`config.mk`:
```
export PLATFORM = sky130hd
export DESIGN_NAME = rv_core
export DESIGN_NICKNAME = d
export VERILOG_FILES = /design/src/design/rv_pkg.sv /design/src/design/rv_fwd_if.sv /design/src/design/rv_regfile.sv /design/src/design/rv_fetch.sv /design/src/design/rv_decode.sv /design/src/design/rv_execute.sv /design/src/design/rv_writeback.sv /design/src/design/rv_core.sv
export VERILOG_INCLUDE_DIRS = /design/src /design/src/design
export SDC_FILE = /design/constraint.sdc
export NUM_CORES = 2
export LEC_CHECK = 0
export BUFFER_PORTS_ARGS = -buffer_cell sky130_fd_sc_hd__buf_2
export CELL_PAD_IN_SITES_DETAIL_PLACEMENT = 1
export CELL_PAD_IN_SITES_GLOBAL_PLACEMENT = 1
export CORE_MARGIN = 2
export CORE_UTILIZATION = 25
export DETAILED_ROUTE_END_ITERATION = 8
export PLACE_DENSITY = 0.49
export SLEW_MARGIN = 20
export SYNTH_ARGS = -nofsm -noshare
export SYNTH_HDL_FRONTEND = slang
export SYNTH_SLANG_ARGS = --single-unit
```
`constraint.sdc`:
```
create_clock -name clk -period 4.4 [get_ports clk]
set_input_delay 0.22 -clock clk [delete_from_list [all_inputs] [get_ports clk]]
set_output_delay 0.22 -clock clk [all_outputs]
set_load 0.005 [all_outputs]
```
`src/design/rv_consts.svh`:
```
`ifndef RV_CONSTS_SVH
`define RV_CONSTS_SVH

// word width for data and addresses
`define XLEN 32

`define NUM_REGS 32
`define REG_IDX_W 5

// ebreak, used as the halt instruction
`define EBREAK_CODE 32'h0010_0073

`endif

```
`src/design/rv_pkg.sv`:
```
`include "rv_consts.svh"

package rv_pkg;

    // major opcodes of the supported subset
    typedef enum logic [6:0] {
        OP     = 7'b0110011,
        OP_IMM = 7'b0010011,
        LOAD   = 7'b0000011,
        STORE  = 7'b0100011,
        BRANCH = 7'b1100011,
        JAL    = 7'b1101111,
        SYSTEM = 7'b1110011
    } opcode_t;

    typedef enum logic [2:0] {
        ALU_ADD = 3'd0,
        ALU_SUB = 3'd1,
        ALU_AND = 3'd2,
        ALU_OR  = 3'd3,
        ALU_XOR = 3'd4,
        ALU_SLT = 3'd5
    } alu_op_t;

    // all-zero value is a nop
    typedef struct packed {
        alu_op_t               alu_op;
        logic                  use_imm;
        logic                  is_load;
        logic                  is_store;
        logic                  is_branch_eq;
        logic                  is_branch_ne;
        logic                  is_jal;
        logic                  is_halt;
        logic                  writes_rd;
        logic [`REG_IDX_W-1:0] rd;
    } dec_inst_t;

endpackage

```
`src/design/rv_fwd_if.sv`:
```
`timescale 1ns/1ns

// results flowing back from execute and writeback into decode
interface rv_fwd_if #(
    parameter int DATA_W = 32,
    parameter int IDX_W  = 5
);
    logic              ex_valid;
    logic              ex_is_load;
    logic [IDX_W-1:0]  ex_rd;
    logic [DATA_W-1:0] ex_result;
    logic              wb_valid;
    logic [IDX_W-1:0]  wb_rd;
    logic [DATA_W-1:0] wb_data;

    modport ex_src (output ex_valid, output ex_is_load, output ex_rd, output ex_result);
    modport wb_src (output wb_valid, output wb_rd, output wb_data);
    modport sink (
        input ex_valid, input ex_is_load, input ex_rd, input ex_result,
        input wb_valid, input wb_rd, input wb_data
    );
endinterface

```
`src/design/rv_regfile.sv`:
```
`timescale 1ns/1ns
`include "rv_consts.svh"

module rv_regfile (
    input  logic                  clk,
    input  logic [`REG_IDX_W-1:0] rs1_idx,
    input  logic [`REG_IDX_W-1:0] rs2_idx,
    input  logic                  we,
    input  logic [`REG_IDX_W-1:0] wr_idx,
    input  logic [`XLEN-1:0]      wr_data,
    output logic [`XLEN-1:0]      rs1_data,
    output logic [`XLEN-1:0]      rs2_data
);
    // x0 has no storage
    logic [`XLEN-1:0] regs [1:`NUM_REGS-1];

    always_ff @(posedge clk) begin
        if (we && wr_idx != '0) begin
            regs[wr_idx] <= wr_data;
        end
    end

    assign rs1_data = (rs1_idx == '0) ? '0 : regs[rs1_idx];
    assign rs2_data = (rs2_idx == '0) ? '0 : regs[rs2_idx];

endmodule

```
`src/design/rv_fetch.sv`:
```
`timescale 1ns/1ns
`include "rv_consts.svh"

module rv_fetch (
    input  logic             clk,
    input  logic             rst_n,
    input  logic             run,
    input  logic [`XLEN-1:0] prog_base,
    input  logic             stall,
    input  logic             redirect,
    input  logic [`XLEN-1:0] redirect_pc,
    input  logic             halt_retire,
    output logic             busy,
    output logic [`XLEN-1:0] imem_addr,
    output logic             fetch_valid,
    output logic [`XLEN-1:0] fetch_pc
);
    logic [`XLEN-1:0] pc;

    always_ff @(posedge clk) begin
        if (!rst_n) begin
            busy        <= 1'b0;
            pc          <= '0;
            fetch_valid <= 1'b0;
        end else if (!busy) begin
            fetch_valid <= 1'b0;
            // start of a run
            if (run) begin
                busy <= 1'b1;
                pc   <= prog_base;
            end
        end else begin
            if (halt_retire) begin
                busy <= 1'b0;
            end
            // redirect wins over a load-use stall
            if (redirect) begin
                pc <= redirect_pc;
            end else if (!stall) begin
                pc <= pc + `XLEN'd4;
            end
            // word in flight from the old path is not wanted
            if (redirect || halt_retire) begin
                fetch_valid <= 1'b0;
            end else if (!stall) begin
                fetch_valid <= 1'b1;
            end
        end
    end

    // pc of the word arriving from imem next cycle
    always_ff @(posedge clk) begin
        if (!stall) begin
            fetch_pc <= pc;
        end
    end

    assign imem_addr = pc;

    a_no_spurious_start: assert property (@(posedge clk) disable iff (!rst_n)
        (!busy && !run) |=> !busy);

endmodule

```
`src/design/rv_decode.sv`:
```
`timescale 1ns/1ns
`include "rv_consts.svh"

module rv_decode (
    input  logic                  clk,
    input  logic                  rst_n,
    input  logic                  busy,
    input  logic                  fetch_valid,
    input  logic [`XLEN-1:0]      fetch_pc,
    input  logic [`XLEN-1:0]      imem_rdata,
    input  logic                  flush,
    rv_fwd_if.sink                fwd,
    input  logic [`XLEN-1:0]      rf_rs1_data,
    input  logic [`XLEN-1:0]      rf_rs2_data,
    output logic                  stall,
    output logic [`REG_IDX_W-1:0] rf_rs1_idx,
    output logic [`REG_IDX_W-1:0] rf_rs2_idx,
    output logic                  de_valid,
    output rv_pkg::dec_inst_t     de_inst,
    output logic [`XLEN-1:0]      de_pc,
    output logic [`XLEN-1:0]      de_rs1,
    output logic [`XLEN-1:0]      de_rs2,
    output logic [`XLEN-1:0]      de_imm
);
    logic             held;
    logic [`XLEN-1:0] hold_word;
    logic [`XLEN-1:0] inst_word;
    logic [2:0]       funct3;
    logic [6:0]       funct7;

    // imem has moved on during a stall, so keep our own copy
    always_ff @(posedge clk) begin
        if (!rst_n) begin
            held <= 1'b0;
        end else begin
            held <= stall && !flush;
        end
    end

    always_ff @(posedge clk) begin
        if (stall) begin
            hold_word <= inst_word;
        end
    end

    assign inst_word  = held ? hold_word : imem_rdata;
    assign funct3     = inst_word[14:12];
    assign funct7     = inst_word[31:25];
    assign rf_rs1_idx = inst_word[19:15];
    assign rf_rs2_idx = inst_word[24:20];

    always_comb begin
        de_inst        = '0;
        de_inst.alu_op = rv_pkg::ALU_ADD;
        de_inst.rd     = inst_word[11:7];
        de_imm         = '0;
        case (rv_pkg::opcode_t'(inst_word[6:0]))
            rv_pkg::OP: begin
                if (funct7 == 7'b0000000 || (funct7 == 7'b0100000 && funct3 == 3'b000)) begin
                    de_inst.writes_rd = 1'b1;
                    case (funct3)
                        3'b000: de_inst.alu_op = funct7[5] ? rv_pkg::ALU_SUB : rv_pkg::ALU_ADD;
                        3'b010: de_inst.alu_op = rv_pkg::ALU_SLT;
                        3'b100: de_inst.alu_op = rv_pkg::ALU_XOR;
                        3'b110: de_inst.alu_op = rv_pkg::ALU_OR;
                        3'b111: de_inst.alu_op = rv_pkg::ALU_AND;
                        default: de_inst.writes_rd = 1'b0;
                    endcase
                end
            end
            rv_pkg::OP_IMM: begin
                de_imm            = {{20{inst_word[31]}}, inst_word[31:20]};
                de_inst.use_imm   = (funct3 == 3'b000);
                de_inst.writes_rd = (funct3 == 3'b000);
            end
            rv_pkg::LOAD: begin
                de_imm            = {{20{inst_word[31]}}, inst_word[31:20]};
                de_inst.use_imm   = (funct3 == 3'b010);
                de_inst.is_load   = (funct3 == 3'b010);
                de_inst.writes_rd = (funct3 == 3'b010);
            end
            rv_pkg::STORE: begin
                de_imm           = {{20{inst_word[31]}}, inst_word[31:25], inst_word[11:7]};
                de_inst.use_imm  = (funct3 == 3'b010);
                de_inst.is_store = (funct3 == 3'b010);
            end
            rv_pkg::BRANCH: begin
                de_imm = {{19{inst_word[31]}}, inst_word[31], inst_word[7],
                          inst_word[30:25], inst_word[11:8], 1'b0};
                de_inst.is_branch_eq = (funct3 == 3'b000);
                de_inst.is_branch_ne = (funct3 == 3'b001);
            end
            rv_pkg::JAL: begin
                de_imm = {{11{inst_word[31]}}, inst_word[31], inst_word[19:12],
                          inst_word[20], inst_word[30:21], 1'b0};
                de_inst.is_jal    = 1'b1;
                de_inst.writes_rd = 1'b1;
            end
            // only the exact ebreak word halts
            rv_pkg::SYSTEM: de_inst.is_halt = (inst_word == `EBREAK_CODE);
            default: ;
        endcase
    end

    // newest result first
    always_comb begin
        if (fwd.ex_valid && fwd.ex_rd == rf_rs1_idx) begin
            de_rs1 = fwd.ex_result;
        end else if (fwd.wb_valid && fwd.wb_rd == rf_rs1_idx) begin
            de_rs1 = fwd.wb_data;
        end else begin
            de_rs1 = rf_rs1_data;
        end
        if (fwd.ex_valid && fwd.ex_rd == rf_rs2_idx) begin
            de_rs2 = fwd.ex_result;
        end else if (fwd.wb_valid && fwd.wb_rd == rf_rs2_idx) begin
            de_rs2 = fwd.wb_data;
        end else begin
            de_rs2 = rf_rs2_data;
        end
    end

    // load data is not ready until writeback
    assign stall = busy && fetch_valid && fwd.ex_valid && fwd.ex_is_load &&
                   (fwd.ex_rd == rf_rs1_idx || fwd.ex_rd == rf_rs2_idx);

    assign de_valid = busy && fetch_valid && !stall && !flush;
    assign de_pc    = fetch_pc;

    // the bubble sent on a stall clears it one cycle later
    a_stall_on_load: assert property (@(posedge clk) disable iff (!rst_n)
        stall |-> fwd.ex_is_load ##1 !stall);

endmodule

```
`src/design/rv_execute.sv`:
```
`timescale 1ns/1ns
`include "rv_consts.svh"

module rv_execute (
    input  logic              clk,
    input  logic              rst_n,
    input  logic              busy,
    input  logic              de_valid,
    input  rv_pkg::dec_inst_t de_inst,
    input  logic [`XLEN-1:0]  de_pc,
    input  logic [`XLEN-1:0]  de_rs1,
    input  logic [`XLEN-1:0]  de_rs2,
    input  logic [`XLEN-1:0]  de_imm,
    rv_fwd_if.ex_src          fwd,
    output logic              redirect,
    output logic [`XLEN-1:0]  redirect_pc,
    output logic [`XLEN-1:0]  dmem_addr,
    output logic [`XLEN-1:0]  dmem_wdata,
    output logic              dmem_we,
    output logic              dmem_re,
    output logic              ex_valid,
    output rv_pkg::dec_inst_t ex_inst,
    output logic [`XLEN-1:0]  ex_result
);
    logic [`XLEN-1:0] pc;
    logic [`XLEN-1:0] rs1;
    logic [`XLEN-1:0] rs2;
    logic [`XLEN-1:0] imm;
    logic [`XLEN-1:0] opnd_b;
    logic [`XLEN-1:0] alu_out;
    logic             rs_equal;
    logic             taken;

    always_ff @(posedge clk) begin
        if (!rst_n) begin
            ex_valid <= 1'b0;
        end else begin
            ex_valid <= busy && de_valid;
        end
    end

    always_ff @(posedge clk) begin
        ex_inst <= de_inst;
        pc      <= de_pc;
        rs1     <= de_rs1;
        rs2     <= de_rs2;
        imm     <= de_imm;
    end

    assign opnd_b = ex_inst.use_imm ? imm : rs2;

    always_comb begin
        case (ex_inst.alu_op)
            rv_pkg::ALU_SUB: alu_out = rs1 - opnd_b;
            rv_pkg::ALU_AND: alu_out = rs1 & opnd_b;
            rv_pkg::ALU_OR:  alu_out = rs1 | opnd_b;
            rv_pkg::ALU_XOR: alu_out = rs1 ^ opnd_b;
            rv_pkg::ALU_SLT: alu_out = {{(`XLEN-1){1'b0}}, $signed(rs1) < $signed(opnd_b)};
            default:         alu_out = rs1 + opnd_b;
        endcase
    end

    // jal links to the next instruction
    assign ex_result = ex_inst.is_jal ? pc + `XLEN'd4 : alu_out;

    // halt also redirects so nothing younger reaches memory
    assign rs_equal = (rs1 == rs2);
    assign taken    = ex_inst.is_jal || ex_inst.is_halt ||
                      (ex_inst.is_branch_eq && rs_equal) ||
                      (ex_inst.is_branch_ne && !rs_equal);

    assign redirect    = ex_valid && taken;
    assign redirect_pc = pc + imm;

    assign dmem_addr  = alu_out;
    assign dmem_wdata = rs2;
    assign dmem_we    = ex_valid && ex_inst.is_store;
    assign dmem_re    = ex_valid && ex_inst.is_load;

    assign fwd.ex_valid   = ex_valid && ex_inst.writes_rd && (ex_inst.rd != '0);
    assign fwd.ex_is_load = ex_valid && ex_inst.is_load;
    assign fwd.ex_rd      = ex_inst.rd;
    assign fwd.ex_result  = ex_result;

    a_mem_excl: assert property (@(posedge clk) disable iff (!rst_n) !(dmem_we && dmem_re));

endmodule

```
`src/design/rv_writeback.sv`:
```
`timescale 1ns/1ns
`include "rv_consts.svh"

module rv_writeback (
    input  logic                  clk,
    input  logic                  rst_n,
    input  logic                  busy,
    input  logic                  ex_valid,
    input  rv_pkg::dec_inst_t     ex_inst,
    input  logic [`XLEN-1:0]      ex_result,
    input  logic [`XLEN-1:0]      dmem_rdata,
    rv_fwd_if.wb_src              fwd,
    output logic                  rf_we,
    output logic [`REG_IDX_W-1:0] rf_idx,
    output logic [`XLEN-1:0]      rf_data,
    output logic                  halt_retire
);
    logic              wb_valid;
    rv_pkg::dec_inst_t wb_inst;
    logic [`XLEN-1:0]  wb_result;

    always_ff @(posedge clk) begin
        if (!rst_n) begin
            wb_valid <= 1'b0;
        end else begin
            wb_valid <= busy && ex_valid;
        end
    end

    always_ff @(posedge clk) begin
        wb_inst   <= ex_inst;
        wb_result <= ex_result;
    end

    // dmem answers during this cycle for a load
    assign rf_data = wb_inst.is_load ? dmem_rdata : wb_result;
    assign rf_we   = wb_valid && wb_inst.writes_rd;
    assign rf_idx  = wb_inst.rd;

    assign halt_retire = wb_valid && wb_inst.is_halt;

    assign fwd.wb_valid = rf_we && (wb_inst.rd != '0);
    assign fwd.wb_rd    = wb_inst.rd;
    assign fwd.wb_data  = rf_data;

endmodule

```
`src/design/rv_core.sv`:
```
`timescale 1ns/1ns
`include "rv_consts.svh"

module rv_core (
    input  logic             clk,
    input  logic             rst_n,
    input  logic             run,
    input  logic [`XLEN-1:0] prog_base,
    output logic             busy,
    output logic [`XLEN-1:0] imem_addr,
    input  logic [`XLEN-1:0] imem_rdata,
    output logic [`XLEN-1:0] dmem_addr,
    output logic [`XLEN-1:0] dmem_wdata,
    output logic             dmem_we,
    output logic             dmem_re,
    input  logic [`XLEN-1:0] dmem_rdata
);
    logic                  fetch_valid;
    logic [`XLEN-1:0]      fetch_pc;
    logic                  stall;
    logic                  redirect;
    logic [`XLEN-1:0]      redirect_pc;
    logic                  halt_retire;
    logic [`REG_IDX_W-1:0] rf_rs1_idx;
    logic [`REG_IDX_W-1:0] rf_rs2_idx;
    logic [`XLEN-1:0]      rf_rs1_data;
    logic [`XLEN-1:0]      rf_rs2_data;
    logic                  rf_we;
    logic [`REG_IDX_W-1:0] rf_idx;
    logic [`XLEN-1:0]      rf_data;
    logic                  de_valid;
    rv_pkg::dec_inst_t     de_inst;
    logic [`XLEN-1:0]      de_pc;
    logic [`XLEN-1:0]      de_rs1;
    logic [`XLEN-1:0]      de_rs2;
    logic [`XLEN-1:0]      de_imm;
    logic                  ex_valid;
    rv_pkg::dec_inst_t     ex_inst;
    logic [`XLEN-1:0]      ex_result;

    rv_fwd_if #(.DATA_W(`XLEN), .IDX_W(`REG_IDX_W)) fwd ();

    rv_fetch u_fetch (
        .clk(clk), .rst_n(rst_n), .run(run), .prog_base(prog_base),
        .stall(stall), .redirect(redirect), .redirect_pc(redirect_pc),
        .halt_retire(halt_retire), .busy(busy), .imem_addr(imem_addr),
        .fetch_valid(fetch_valid), .fetch_pc(fetch_pc)
    );

    rv_regfile u_regfile (
        .clk(clk), .rs1_idx(rf_rs1_idx), .rs2_idx(rf_rs2_idx),
        .we(rf_we), .wr_idx(rf_idx), .wr_data(rf_data),
        .rs1_data(rf_rs1_data), .rs2_data(rf_rs2_data)
    );

    // a taken branch in execute flushes decode
    rv_decode u_decode (
        .clk(clk), .rst_n(rst_n), .busy(busy), .fetch_valid(fetch_valid),
        .fetch_pc(fetch_pc), .imem_rdata(imem_rdata), .flush(redirect), .fwd(fwd.sink),
        .rf_rs1_data(rf_rs1_data), .rf_rs2_data(rf_rs2_data), .stall(stall),
        .rf_rs1_idx(rf_rs1_idx), .rf_rs2_idx(rf_rs2_idx), .de_valid(de_valid),
        .de_inst(de_inst), .de_pc(de_pc), .de_rs1(de_rs1), .de_rs2(de_rs2), .de_imm(de_imm)
    );

    rv_execute u_execute (
        .clk(clk), .rst_n(rst_n), .busy(busy), .de_valid(de_valid), .de_inst(de_inst),
        .de_pc(de_pc), .de_rs1(de_rs1), .de_rs2(de_rs2), .de_imm(de_imm), .fwd(fwd.ex_src),
        .redirect(redirect), .redirect_pc(redirect_pc), .dmem_addr(dmem_addr),
        .dmem_wdata(dmem_wdata), .dmem_we(dmem_we), .dmem_re(dmem_re),
        .ex_valid(ex_valid), .ex_inst(ex_inst), .ex_result(ex_result)
    );

    rv_writeback u_writeback (
        .clk(clk), .rst_n(rst_n), .busy(busy), .ex_valid(ex_valid), .ex_inst(ex_inst),
        .ex_result(ex_result), .dmem_rdata(dmem_rdata), .fwd(fwd.wb_src),
        .rf_we(rf_we), .rf_idx(rf_idx), .rf_data(rf_data), .halt_retire(halt_retire)
    );

endmodule

```
## Word-level counts from Yosys, hierarchy flattened

Memories as Yosys holds them, arrays and structs flattened.
Cells that the tools add are included.
Widths: inputs -> output; s select.

- Bits in registers: 285
- Memory bits (writable): 992
- Bits of input ports: 99
- Output and inout bits: 99
- Logic and storage cells: 138
- Memories kept: 1

Memories:

| name | depth | width | rd ports | clocked after memory_dff | wr ports | RTL line | text |
|---|---|---|---|---|---|---|---|
| u_regfile.regs | 31 | 32 | 2 | 0 | 1 | rv_regfile.sv:15 | `` logic [`XLEN-1:0] regs [1:`NUM_REGS-1]; `` |

- $add $sub $neg: 5
- $lt $le $gt $ge: 1
- Eq/ne operators: 25
- Mux-type cells: 28
- Bitwise gates (word level): 5
- Reduce and logical (&&, ||, !) cells: 46

Operators with widths:

| cell | count |
|---|---|
| $mux 32 | 14 |
| $pmux 32 s5 | 1 |
| $pmux 32 s4 | 1 |
| $add 32x3->32 const B | 2 |
| $add 32x32->32 | 2 |
| $and 32x32->32 | 1 |
| $eq 32x21->1 const B | 1 |
| $eq 32x32->1 | 1 |
| $lt 32x32->1 | 1 |
| $or 32x32->32 | 1 |
| $sub 32x32->32 | 1 |
| $xor 32x32->32 | 1 |
| $logic_and 1x1->1 | 24 |
| $eq 7x6->1 const B | 3 |
| $eq 7x7->1 const B | 3 |
| $eq 5x5->1 | 4 |
| $eq 3x3->1 const B | 5 |
| $pmux 3 s5 | 1 |
| $logic_not 5->1 | 2 |
| $reduce_bool 5->1 | 2 |
| $eq 3x2->1 const B | 3 |
| $mux 1 | 9 |
| $eq 7x2->1 const B | 1 |
| $eq 7x5->1 const B | 1 |
| other kinds (14) | 25 |

## Depth between registers and ports, before layout

- Depth after elaboration: 9
- Mapped depth: 15
- Gate-level depth less buffers: 14

## By module

A second synthesis with hierarchy kept.

- Cell total of the unflattened synthesis: 5222
- Area total of the unflattened synthesis: 68002.7 µm²

By module, submodules not included:

| module | times used | cells each | area an instance (µm²) |
|---|---|---|---|
| rv_regfile | 1 | 2593 | 46489.6 |
| rv_execute | 1 | 1541 | 12096.6 |
| rv_decode | 1 | 613 | 4526.8 |
| rv_fetch | 1 | 351 | 3331.9 |
| rv_writeback | 1 | 124 | 1557.7 |

## Worst setup path after synthesis

OpenSTA, ideal clock, no wires.

- Kind: flip-flop to flip-flop
- Start: register, netlist name u_execute.ex_inst[12]
- End: register u_execute.rs2[24] (netlist: u_execute.dmem_wdata[24])
- Library setup time: 0.115 ns
- Data arrival time: 3.523 ns
- Data required time: 4.285 ns
- Slack: 0.763 ns
- Stages on the path, launching flop included: 16
- Path buffers: 1
- Period minus slack after synthesis: 3.637 ns
- Cells stage by stage: dfxtp_1 buf_1 mux2i_1 inv_1 ha_1 inv_1 fa_1 nand2b_1 a21oi_1 o2111ai_1 a31oi_2 a31oi_1 or3_1 a41oi_2 o31ai_4 o21a_1

- Word-level cells in the longest chain between the ends: 5
- Elaborated cells between the ends (all ways): 9
- Classes of those cells: add/sub (2); mux (4); bitwise (3)

RTL lines:

| element | RTL line | text |
|---|---|---|
| $mux 32 (*) | rv_execute.sv:50 | `assign opnd_b = ex_inst.use_imm ? imm : rs2;` |
| $add 32x32->32, or another cell as far along | rv_execute.sv:59 | `default: alu_out = rs1 + opnd_b;` |
| $pmux 32 s5 (*) | rv_execute.sv:53 | `case (ex_inst.alu_op)` |
| $mux 32 (*) | rv_execute.sv:64 | `` assign ex_result = ex_inst.is_jal ? pc + `XLEN'd4 : alu_out; `` |
| named net ex_result[24] | rv_core.sv:39 | `` logic [`XLEN-1:0] ex_result; `` |
| $mux 32 (*) | rv_decode.sv:114 | `if (fwd.ex_valid && fwd.ex_rd == rf_rs2_idx) begin` |
| named net de_rs2[24] | rv_core.sv:35 | `` logic [`XLEN-1:0] de_rs2; `` |
| end signal: assignment | rv_execute.sv:46 | `rs2 <= de_rs2;` |
| end: declaration | rv_execute.sv:27 | `` logic [`XLEN-1:0] rs2; `` |

The timed path passes the listed nets; every way through them passes the cells marked *.
A chain may end at the register's enable or synchronous reset.

## Worst setup path after layout

- Start: register, netlist name u_execute.ex_inst[12]
- End: output port dmem_addr[31]

- Word-level cells in the longest chain between the ends: 3
- Elaborated cells between the ends (all ways): 7
- Classes of those cells: add/sub (2); mux (2); bitwise (3)

RTL lines:

| element | RTL line | text |
|---|---|---|
| $mux 32 (*) | rv_execute.sv:50 |  |
| $add 32x32->32, or another cell as far along | rv_execute.sv:59 |  |
| $pmux 32 s5 (*) | rv_execute.sv:53 |  |
| end: declaration | rv_core.sv:12 | `` output logic [`XLEN-1:0] dmem_addr, `` |

Every way passes the cells marked *; elsewhere a longest branch is shown, timed or not.

==> run summary <==
STATUS
---------------------------------------------------------------------------------------
Outcome .................................................................. finished with violations
Violations in the final reports .......................................... negative setup slack

GLOBAL ROUTE
---------------------------------------------------------------------------------------
Number of global-route vias before repair ................................       53,600
First-pass GRT wire length ...............................................   428,000 um
Antenna violations before repair .........................................           23
Total routing usage reported by global routing ...........................        0.222
Pin count of the biggest net entering global routing .....................           82
Grt total ovfl ...........................................................            0

DETAILED ROUTING
---------------------------------------------------------------------------------------
Overall via count from detail_route ......................................       52,900
Number of violations reported at the end of detailed-routing iteration 0 .        5,082
WL final .................................................................   307,000 um
Number of routed nets with antenna violations ............................            0
DRT Pass-1 Iters .........................................................            5
DRC violation count after routing ........................................            0
Vias per cell ............................................................         5.43
Detail-routed net length per standard cell ...............................      31.6 um

SYNTH
---------------------------------------------------------------------------------------
Synthesis warning total ..................................................            0
Synthesized instance count ...............................................        5,679
Share of the synthesized area in the top cell type .......................        0.478
Number of register bits inferred by synthesis ............................        1,266
Mean post-synth cell area ................................................   11.7 sq um
Post-synthesis sequential area ratio .....................................        0.541
Async SR Flop Fraction ...................................................            0
Leading cell types by total area after synthesis ......................... sky130_fd_sc_hd__edfxtp_1, sky130_fd_sc_hd__mux4_2, sky130_fd_sc_hd__dfxtp_1
Distinct cell type count after synthesis .................................           96
Most area-hungry cell type in the Yosys netlist .......................... sky130_fd_sc_hd__edfxtp_1
Post-Syn Area ............................................................ 66,400 sq um
Number of enable flip-flop cells after synthesis .........................        1,056
Most used standard cells in the synthesized netlist ...................... sky130_fd_sc_hd__edfxtp_1, sky130_fd_sc_hd__nand2_1, sky130_fd_sc_hd__nand3_1, sky130_fd_sc_hd__mux4_2, sky130_fd_sc_hd__nor2_1
Most frequent cell after synthesis ....................................... sky130_fd_sc_hd__edfxtp_1
Net count after synthesis ................................................        5,927
Most common flop cell mapped by yosys .................................... sky130_fd_sc_hd__edfxtp_1

FLOORPLANNING
---------------------------------------------------------------------------------------
Initial cell density of the core .........................................        0.251
Die width ................................................................       519 um
Height of the die ........................................................       519 um
Area of the die .......................................................... 270,000 sq um
Core area ................................................................ 265,000 sq um
Rows .....................................................................          189
I/O pin count ............................................................          198

CLOCKING
---------------------------------------------------------------------------------------
Root buffer selected by CTS .............................................. sky130_fd_sc_hd__clkbuf_16
TritonCTS clock tree .....................................................         done
Clock buffer depth .......................................................            3
Number of buffers inserted during clock tree synthesis ...................          153
H-tree depth reported by CTS .............................................            4
Sink Count ...............................................................        1,266
Clock network latency to the later pin of the worst-skew pair ............      0.84 ns
Clock transition at the registers of the reported paths ..................      0.06 ns

SETUP PATH
---------------------------------------------------------------------------------------
Startpoint types .........................................................     register
Arrival time of data at the critical path endpoint .......................      4.29 ns
Critical path capture point type .........................................  output port
Classification of the worst setup path ...................................      reg2out
Crit path max fanout .....................................................            8
Required time worst endpoint .............................................      4.18 ns

PLACEMENT
---------------------------------------------------------------------------------------
Worst slack at placement .................................................    0.0648 ns
Weighted congestion at the end of routability-driven global placement ....        0.940
I/O Buffers ..............................................................          197
Post-DP HPWL .............................................................   207,000 um

CELLS AND AREA
---------------------------------------------------------------------------------------
Fraction of final layout cells with drive strength greater than 1 ........        0.225
Net count, final .........................................................        6,331
Layout area overhead .....................................................        21.3%

STA
---------------------------------------------------------------------------------------
Setup repair after global routing missed its margin ......................          yes
Normalized max-slew margin ...............................................        0.174
Worst setup margin .......................................................    -0.106 ns
Final count of negative-setup-slack endpoints ............................            7
Number of hold violations in the final report ............................            0
Clock Skews ..............................................................    0.0587 ns
Maximum frequency from static timing analysis ............................      222 MHz
Least-Margin Pin Slew ....................................................      1.23 ns
Final Cycle Share ........................................................         1.02
Final number of max-transition violations ................................            0
Final period demand of the worst path ....................................      4.51 ns

HOLD PATH
---------------------------------------------------------------------------------------
Hold/Removal Path Class ..................................................       in2reg

FLOW RUN
---------------------------------------------------------------------------------------
MaxCap Viol Count ........................................................            0

POWER AND IR DROP
---------------------------------------------------------------------------------------
Power per cell area ......................................................  433 nW/um^2
Total power consumption of the routed design .............................     0.0349 W
Leakage ..................................................................      28.2 nW
Max IR drop VDD ..........................................................     0.432 mV

[through the flow]
step | setup TNS [ns] | instances | hold slack [ns] | util | instance area, sq um
after floorplan | 0 | 5679 | 0.323 | - | 66400
after global routing | -2.14 | 9740 | 0.0632 | 0.304 | 80500
after detailed placement | 0 | 9365 | 0.328 | 0.278 | 73600
final | -0.341 | 9741 | 0.0670 | 0.304 | 80500
after CTS | -1.16 | 9722 | 0.00439 | 0.302 | 79800
after global placement | 0 | 9365 | 0.325 | 0.278 | 73600
[state kept, by name, indices dropped and copies added (netlist names), 5 cells and up]
signal and count:
u_regfile.regs 992, u_decode.hold_word 32, u_execute.dmem_wdata 32, u_execute.pc 32, u_execute.rs1 32, u_fetch.fetch_pc 32, u_fetch.imem_addr 32, u_writeback.wb_result 32
u_execute.imm 21, u_execute.ex_inst 11, u_execute.fwd.ex_rd 5, u_writeback.fwd.wb_rd 5
[kinds of logic (layout without fill, tap and decap cells)]
logic type,Yosys count,count (layout),share of synthesized area
muxes,443,443,0.128
xor gates and xnor gates,160,160,0.0211
AOI/OAI and AO/OA,1082,1082,0.113
buffers and inverters,578,1104,0.0366
and+or+nand+nor,2001,2001,0.132
adders and majority gates,149,149,0.0284
other,0,3,0
DFF,1266,1266,0.541
[report_power, final]
part | total (W) | switching (W) | internal (W)
registers | 0.0148 | 0.000371 | 0.0144
logic | 0.00735 | 0.00502 | 0.00233
clock network | 0.0127 | 0.00541 | 0.00729
total | 0.0349 | 0.0108 | 0.0241
[timing repair]
| action | 4_1_cts | 5_1_grt |
|---|---|---|
| hold endpoints to repair | 81 | 0 |
| resized for setup | 110 | 98 |
| setup buffers | 20 | 15 |
| cloned | 1 | 1 |
| hold buffers | 59 | 0 |
| pin swaps | 23 | 36 |
| setup endpoints to repair | 29 | 25 |
[cell type report]
type                            count  area, sq um
Clock buffer                      198         4120
Clock inverter                     79          850
Timing Repair Buffer              647         5150
Tap cell                         3533         4420
Antenna cell                        3         7.51
Sequential cell                  1266        35900
Fill cell                       28900       184000
Multi-Input combinational cell   3835        29300
Inverter                          180          731
[per-layer routing]
metal,GRT usage,part of all wire
met1,0.303,0.44
met2,0.355,0.46
met5,0,0.00026
met4,0.0852,0.041
met3,0.0298,0.059
[layout by cell type (no fill, tap or decap), types with 25 or more instances in the layout]
cell / count
sky130_fd_sc_hd__a311oi_1: 143
sky130_fd_sc_hd__nand4_1: 30
sky130_fd_sc_hd__mux2_2: 30
sky130_fd_sc_hd__nand2_1: 1034
sky130_fd_sc_hd__mux4_2: 317
sky130_fd_sc_hd__nor2_1: 247
sky130_fd_sc_hd__clkinv_1: 37
sky130_fd_sc_hd__and3_1: 79
sky130_fd_sc_hd__a221oi_1: 37
sky130_fd_sc_hd__a31oi_1: 54
sky130_fd_sc_hd__clkbuf_1: 34
sky130_fd_sc_hd__inv_1: 153
sky130_fd_sc_hd__xnor2_1: 80
sky130_fd_sc_hd__clkbuf_16: 155
sky130_fd_sc_hd__buf_2: 193
sky130_fd_sc_hd__o221ai_1: 34
sky130_fd_sc_hd__dlygate4sd3_1: 59
sky130_fd_sc_hd__mux2i_1: 69
sky130_fd_sc_hd__a21o_1: 41
sky130_fd_sc_hd__a21oi_1: 242
sky130_fd_sc_hd__nor2_4: 33
sky130_fd_sc_hd__xor2_1: 76
sky130_fd_sc_hd__a211oi_1: 58
sky130_fd_sc_hd__ha_1: 115
sky130_fd_sc_hd__dfxtp_1: 202
sky130_fd_sc_hd__o21ai_0: 154
sky130_fd_sc_hd__buf_4: 344
sky130_fd_sc_hd__o31ai_1: 25
sky130_fd_sc_hd__nor3_1: 40
sky130_fd_sc_hd__edfxtp_1: 1056
sky130_fd_sc_hd__buf_12: 44
sky130_fd_sc_hd__o211ai_1: 30
sky130_fd_sc_hd__nand3_1: 381
[worst max-delay path, stage by stage (launching register included)]
cell and delay (ns):
sky130_fd_sc_hd__dfxtp_4 0.36, sky130_fd_sc_hd__bufbuf_16 0.30, sky130_fd_sc_hd__mux2i_1 0.12, sky130_fd_sc_hd__buf_4 0.19, sky130_fd_sc_hd__ha_4 0.32, sky130_fd_sc_hd__nor2b_1 0.09, sky130_fd_sc_hd__nor2_1 0.20, sky130_fd_sc_hd__o31ai_1 0.17
sky130_fd_sc_hd__a41o_1 0.35, sky130_fd_sc_hd__or4_4 0.48, sky130_fd_sc_hd__a311oi_4 0.31, sky130_fd_sc_hd__mux2i_1 0.27, sky130_fd_sc_hd__or2_4 0.20, sky130_fd_sc_hd__buf_6 0.10
[worst paths after layout]
check                                             to                startpoint  slack, ns  depth (start not counted)
worst max-delay path                   dmem_addr[31]     u_execute.ex_inst[12]      -0.11                         13
worst min-delay path            u_fetch.imem_addr[8]                     rst_n       0.07                          3
worst max register to register  u_fetch.imem_addr[8]  u_execute.dmem_wdata[27]       0.08                         10
worst min register to register      u_execute.pc[14]      u_fetch.fetch_pc[14]       0.29                          0
Note: power is estimated with default switching activity, not from simulation.
